### config.mk
export PLATFORM = sky130hd
export DESIGN_NAME = video_timing
export DESIGN_NICKNAME = d
export VERILOG_FILES = /design/src/common/tilemap_pkg.sv /design/src/source/video_timing.sv
export SDC_FILE = /design/constraint.sdc
export NUM_CORES = 1
export LEC_CHECK = 0
export BUFFER_PORTS_ARGS = -buffer_cell sky130_fd_sc_hd__buf_2
export CORE_ASPECT_RATIO = 0.75
export CORE_MARGIN = 4
export CORE_UTILIZATION = 53
export CTS_BUF_LIST = sky130_fd_sc_hd__clkbuf_4 sky130_fd_sc_hd__clkbuf_8 sky130_fd_sc_hd__clkbuf_16
export CTS_CLUSTER_SIZE = 12
export DETAILED_ROUTE_END_ITERATION = 7
export GPL_ROUTABILITY_DRIVEN = 0
export PLACE_DENSITY = 0.77
export SETUP_SLACK_MARGIN = 0.15
export SLEW_MARGIN = 5
export SYNTH_ARGS = -nofsm -noshare
export SYNTH_HDL_FRONTEND = slang
export SYNTH_SLANG_ARGS = --single-unit
### constraint.sdc
create_clock -name clk -period 2.18 [get_ports clk]
set_input_delay 0.436 -clock clk [delete_from_list [all_inputs] [get_ports clk]]
set_output_delay 0.436 -clock clk [all_outputs]
set_load 0.02 [all_outputs]
### src/common/tilemap_pkg.sv
// Shared definitions for the scrolling tile layer
// Geometry, CPU bus and beam position bundles, attribute decoding

package tilemap_pkg;

    localparam int vram_aw  = 11;   // Per bank, 32 rows of 64 tiles
    localparam int rom_aw   = 14;   // Graphics ROM word address
    localparam int h_active = 256;  // Visible pixels per line

    // One CPU access, bit 11 of addr picks the attribute bank
    typedef struct packed {
        logic [11:0] addr;
        logic [7:0]  wdata;
        logic        rnw;
        logic        cs;
    } cpu_bus_t;

    typedef struct packed {
        logic [8:0] hdump;
        logic [7:0] vdump;
        logic       lhbl;   // High while the line is visible
    } beam_t;

    typedef struct packed {
        logic       code_top;
        logic [1:0] code_hi;
        logic       hflip;
        logic [3:0] pal;
    } attr_normal_t;

    // Board jumper variant, only one extension bit reaches the ROM
    typedef struct packed {
        logic       code_top;
        logic       ext;
        logic       rsvd;
        logic       hflip;
        logic [3:0] pal;
    } attr_hyper_t;

    typedef union packed {
        attr_normal_t n;
        attr_hyper_t  h;
    } tile_attr_u;

    typedef struct packed {
        logic [3:0] pal;
        logic [3:0] pix;
    } pal_prom_addr_t;

endpackage
### src/source/video_timing.sv
// Video timing generator
// Pixel strobe from a clock divider, beam counters and horizontal blank

`timescale 1ns/10ps

module video_timing import tilemap_pkg::*; #(
    parameter int pxl_div = 8,
    parameter int h_total = 384,
    parameter int v_total = 264
)(
    input  logic  clk,
    input  logic  rst,
    output logic  pxl_cen,
    output beam_t beam
);

    localparam int dw = $clog2(pxl_div);

    logic [dw-1:0] div_cnt;
    logic [8:0]    hcnt;
    logic [8:0]    vcnt;    // Runs past 255 during vertical blank

    always_ff @(posedge clk or posedge rst) begin
        if (rst) begin
            div_cnt <= '0;
            pxl_cen <= 1'b0;
        end else begin
            pxl_cen <= div_cnt == dw'(pxl_div - 1);
            div_cnt <= (div_cnt == dw'(pxl_div - 1)) ? '0 : div_cnt + 1'b1;
        end
    end

    always_ff @(posedge clk or posedge rst) begin
        if (rst) begin
            hcnt <= '0;
            vcnt <= '0;
        end else if (pxl_cen) begin
            hcnt <= (hcnt == 9'(h_total - 1)) ? '0 : hcnt + 1'b1;
            // Row advances as the blank starts, fetches for the next line see it
            if (hcnt == 9'(h_active - 1)) begin
                vcnt <= (vcnt == 9'(v_total - 1)) ? '0 : vcnt + 1'b1;
            end
        end
    end

    assign beam.hdump = hcnt;
    assign beam.vdump = vcnt[7:0];
    assign beam.lhbl  = hcnt < 9'(h_active);

    a_cen_single: assert property (@(posedge clk) disable iff (rst)
        pxl_cen |=> !pxl_cen);

endmodule

==> results.cfg, run 1 <==
[cts]
clock_latency_ns = 0.32
clkSinkCount = 22
tritoncts = done
htree_levels = 1
cts-root-buf = clkbuf_4
cts_buffer_depth = 2
cts_made_buffers = 3
cts.clk_slew.worst_paths_ns = 0.13
hold_buffers = 0

[place]
portBuffers = 20
post-dp-hpwl_um = 1480

[worst_setup_path]
cp.required_ns = 2.44
crit_type = flip-flop to flip-flop
start_kind = flip-flop
crit_fanout = 5
arrival_ns = 2.21
worst_setup_path_end_kind = flip-flop

[detailed_routing]
drc = 0
post_drt_wl_per_cell_um = 14.7
vias_per_cell = 5.49
drt-pass1-iter-count = 6
wl_um = 2150
first_iter_violations = 35
via_count = 802
ant_nets = 0

[global_route]
grt_max_degree = 23
met3_usage_pct = 5.77
grt.met1_usage_pct = 22.4
antenna_found_initial = 0
grt_pass1_wl_um = 3440
first_global_vias = 736
gr-total-overflow = 0
busiest_layer = met2
grt_util_met2_pct = 26.9
track_usage_pct = 17.1

[finish]
final_nets = 132
area_growth_pct = 15.5
antennaDiodeCount = 0
final_util_pct = 68.4
drive_gt1_share_pct = 32.3

[floorplanning]
die_h_um = 47.1
start_util_pct = 59.2
dieArea_um2 = 2830
io_pins = 21
fp-row-count = 13
placeableCoreArea_um2 = 1820
dieWidth_um = 60.1

[synthesis]
netlist_instances = 103
synth_top_area_share_pct = 51.0
ys_warn_count = 0
ys_seq_area_share_pct = 51.0
synthTopCellsByCount = dfrtp_1, nand2_1, buf_4
avgSynthCellArea_um2 = 10.5
synth_area_um2 = 1080
synthTopCellsByArea = dfrtp_1, ha_1, buf_4, xor2_1, nand2_1
synthFlopType = dfrtp_1
yosysUniqueCellTypes = 29
async_reset_ff_share_pct = 100
synth-edff-count = 0
syn-num-nets = 110
yosys.area.top_type = dfrtp_1
synth_seq_cells = 22
synth_most_common_cell = dfrtp_1

[sta]
setup_viol = 0
max_slew_margin_pct = 44.1
finalCriticalPeriod_ns = 1.95
slew_violations = 0
worstMarginPinSlew_ns = 0.837
hold_violations = 0
fin_worst_skew_ns = 0.0195
clock.fmax_ghz = 0.512
finalSetupTns_ns = 0
finalCritPeriodShare_pct = 89.6
rsz0062_at_grt = yes

[power]
p_leak_uw = 0.000636
power_density_nw_per_um2 = 519
max-vdd-ir-drop_mv = 0.398

[outcome]
status = finished, final reports clean

[run]
max_cap_violations = 0

[hold_path]
hp-class = input pin to asynchronous set/reset pin
## power breakdown
| group | switching (uW) | internal [uW] | total [uW] |
|---|---|---|---|
| logic | 7.86 | 0.718 | 8.58 |
| clock network | 128 | 102 | 230 |
| registers | 0 | 408 | 408 |
## worst max-delay path: stages (launching register included)
cell and delay [ns]:
dfrtp_2 0.42, and3_4 0.19, and4_1 0.19, ha_1 0.17, nand2_2 0.08, or4_4 0.55, xor2_1 0.15, a21oi_1 0.12
## flip-flops by register name (all words and copies together) (netlist names)
| signal | flops |
|---|---|
| pxl_cen | 1 |
| div_cnt | 3 |
| hcnt | 9 |
| vcnt | 9 |
## through the flow
step	total power [uW]	worst slack [ns]	cell area [um2]	hold WS, ns	instances
2_1_floorplan	422	0.172	1080	0.403	103
3_3_place_gp	425	0.235	1140	0.415	136
3_5_place_dp	425	0.134	1140	0.424	136
4_1_cts	648	0.151	1200	0.286	142
5_1_grt	671	0.143	1250	0.327	146
6_report	646	0.228	1250	0.254	146
## cell usage in the layout (no fill, tap or decap), drive strengths merged, types with 2 or more instances in the layout
master / n
a21o: 2
ha: 5
xor2: 6
buf: 26
nor3: 4
o21ai: 4
nand2: 11
inv: 3
a21oi: 3
and2: 2
and3: 2
dfrtp: 22
nand3: 5
xnor2: 4
nand4: 3
clkbuf: 4
nor2: 6
## per-layer routing
layer,share of wire [%],wire length [um],vias to the layer above
li1,-,-,386
met1,48,1020,385
met2,45,965,26
met3,6.0,129,5
met4,1.3,27,0
met5,0,0,-
## final timing paths
check / start / end / slack (ns) / cells after the start
min reg2reg: div_cnt[0] / div_cnt[0] / 0.44 / 1
min: rst / vcnt[0] / 0.25 / 2
max in group asynchronous: rst / hcnt[4] / 1.36 / 2
max reg2reg: hcnt[4] / vcnt[8] / 0.23 / 7
min in group clk: div_cnt[0] / div_cnt[0] / 0.44 / 1
max: hcnt[4] / vcnt[8] / 0.23 / 7
## timing repair
action / 4_1_cts / 5_1_grt
pin swaps: 0 / 1
setup endpoints to repair: 2 / 4
gates resized for setup: 1 / 6
buffers inserted: 2 / 4
## logic make-up (layout without fill, tap and decap cells)
logic type | count (synthesis) | count (layout) | synth area share [%]
simple gates | 41 | 41 | 20.1
compound gates | 11 | 11 | 6.03
flops | 22 | 22 | 51.0
xor+xnor | 10 | 10 | 8.12
mux | 2 | 2 | 1.97
fa+ha+maj | 5 | 5 | 5.80
buf+inv | 12 | 33 | 6.96
## cell type report
cell class	count	area, um2
fillers	147	576
flip-flops and latches	22	552
multi-input cells	69	474
repair buffers	26	145
clock buffers	4	36.3
well taps	22	27.5
inverters	3	11.3
No activity file was read; power rests on OpenSTA's default activity.
==> inputs of run 2 (changes only) <==
- RECOVER_POWER: default -> 100
==> run 2 against run 1 <==
  * Via count fell by 0.87%
  * Critical path depth did not move
  * Die area did not move
  * Non-clock buffer count did not move
  * Flip-flop and latch count did not move
  * First-iteration DRC count rose by 5.7%
  * Largest power group unchanged
  * Setup slack got worse by 0.046 ns
  * Clock-buffer cell count did not move
  * Largest cell class unchanged
  * Core utilization fell by 2.7 points
  * Worst hold slack got worse by 0.0033 ns
  * Critical endpoint unchanged
  * Final area fell by 4.0%
==> results.cfg, run 2 (synthesis results as in run 1) <==
[outcome]
status = finished, final reports clean

[finish]
antennaDiodeCount = 0
final_nets = 132
regArea_um2 = 552
mostFrequentLayoutCells = dfrtp_1, clkbuf_1, nand2_1
top_regs = hcnt (9), vcnt (9), div_cnt (3)
multiInputGateArea_um2 = 452
area_growth_pct = 10.9
num-fill-cells = 166
layout_commonest_cell = dfrtp_1
drive_gt1_share_pct = 12.1

[sta]
rsz0062_at_grt = yes
fin_worst_skew_ns = 0.0200
worstMarginPinSlew_ns = 0.832
hold_violations = 0
finalCriticalPeriod_ns = 2.00
slew_violations = 0
finalSetupTns_ns = 0
setup_viol = 0
finalCritPeriodShare_pct = 91.7
clock.fmax_ghz = 0.500
max_slew_margin_pct = 44.5

[floorplanning]
io_pins = 21
placeableCoreArea_um2 = 1820
fp-row-count = 13
dieArea_um2 = 2830
die_h_um = 47.1
start_util_pct = 59.2
dieWidth_um = 60.1

[cts]
cts_made_buffers = 3
cts.clk_slew.worst_paths_ns = 0.13
cts_buffer_depth = 2
tritoncts = done
hold_buffers = 0
cts-root-buf = clkbuf_4
clock_latency_ns = 0.32
htree_levels = 1
clkSinkCount = 22

[worst_setup_path]
cp_num_buf_inv = 0
crit_path_max_incr_delay_ns = 0.57
arrival_ns = 2.26
worstPathCellList = and3_1, and4_1, ha_1, nand2_1, or4_1, xor2_1, a21oi_1
start_kind = flip-flop
cp.required_ns = 2.44
crit_type = flip-flop to flip-flop
path_delay_family = simple AND/OR/NAND/NOR gates
crit_fanout = 5
cp_slowest_cell = or4_1
worst_setup_path_end_kind = flip-flop

[power]
power_density_nw_per_um2 = 541
p_leak_uw = 0.000557
p_total_uw = 647
max-vdd-ir-drop_mv = 0.398

[global_route]
grt_pass1_wl_um = 3440
gr-total-overflow = 0
grt_max_degree = 23
track_usage_pct = 17.1
first_global_vias = 736
antenna_found_initial = 0

[detailed_routing]
post_drt_wl_per_cell_um = 15.1
vias_per_cell = 5.45
via_count = 795
first_iter_violations = 37
drt-pass1-iter-count = 4
wl_um = 2200
ant_nets = 0
drc = 0

[hold_path]
hp-class = input pin to asynchronous set/reset pin

[place]
post-dp-hpwl_um = 1480
portBuffers = 20

[run]
max_cap_violations = 0
-- run 2: cell type report --
type | count | area share, %
inverter | 3 | 0.941
tap | 22 | 2.30
sequential | 22 | 46.1
multi-input combinational | 69 | 37.8
timing repair buffer | 26 | 9.83
clock buffer | 4 | 3.03
-- run 2: repair_timing --
item                       in CTS  in global routing
gates resized for setup         1                  6
pin swaps                       0                  1
setup endpoints to repair       2                  4
hold endpoints to repair        0                  0
buffers inserted                2                  4
-- run 2: per-stage QoR --
step	util [%]	hold WS [ns]	instance area [um2]	setup WS, ns	instances
after floorplan	-	0.403	1080	0.172	103
after global placement	62.7	0.415	1140	0.235	136
final	65.7	0.251	1200	0.182	146
after CTS	65.8	0.286	1200	0.151	142
after detailed placement	62.7	0.424	1140	0.134	136
after global routing	65.7	0.327	1200	0.0904	146
-- run 2: path summary, 6_finish.rpt --
check | from | endpoint | slack, ns | cells past startpoint
setup / recovery | hcnt[4] | vcnt[8] | 0.18 | 7
hold / removal | rst | vcnt[0] | 0.25 | 2
setup reg to reg | hcnt[4] | vcnt[8] | 0.18 | 7
hold reg to reg | div_cnt[0] | div_cnt[0] | 0.44 | 1
max in group asynchronous | rst | hcnt[4] | 1.37 | 2
min in group clk | div_cnt[0] | div_cnt[0] | 0.44 | 1
-- run 2: where the power goes --
part / internal [uW] / switching, uW / total [uW]
Clock: 102 / 128 / 230
Combinational: 0.718 / 7.81 / 8.52
Sequential: 408 / 0 / 408
Total: 511 / 136 / 647
-- run 2: metal layers --
layer | part of all wire (%) | GRT usage, %
met4 | 1.2 | 5.75
met2 | 44 | 26.9
met3 | 5.7 | 5.77
met5 | 0 | 0
met1 | 49 | 22.4
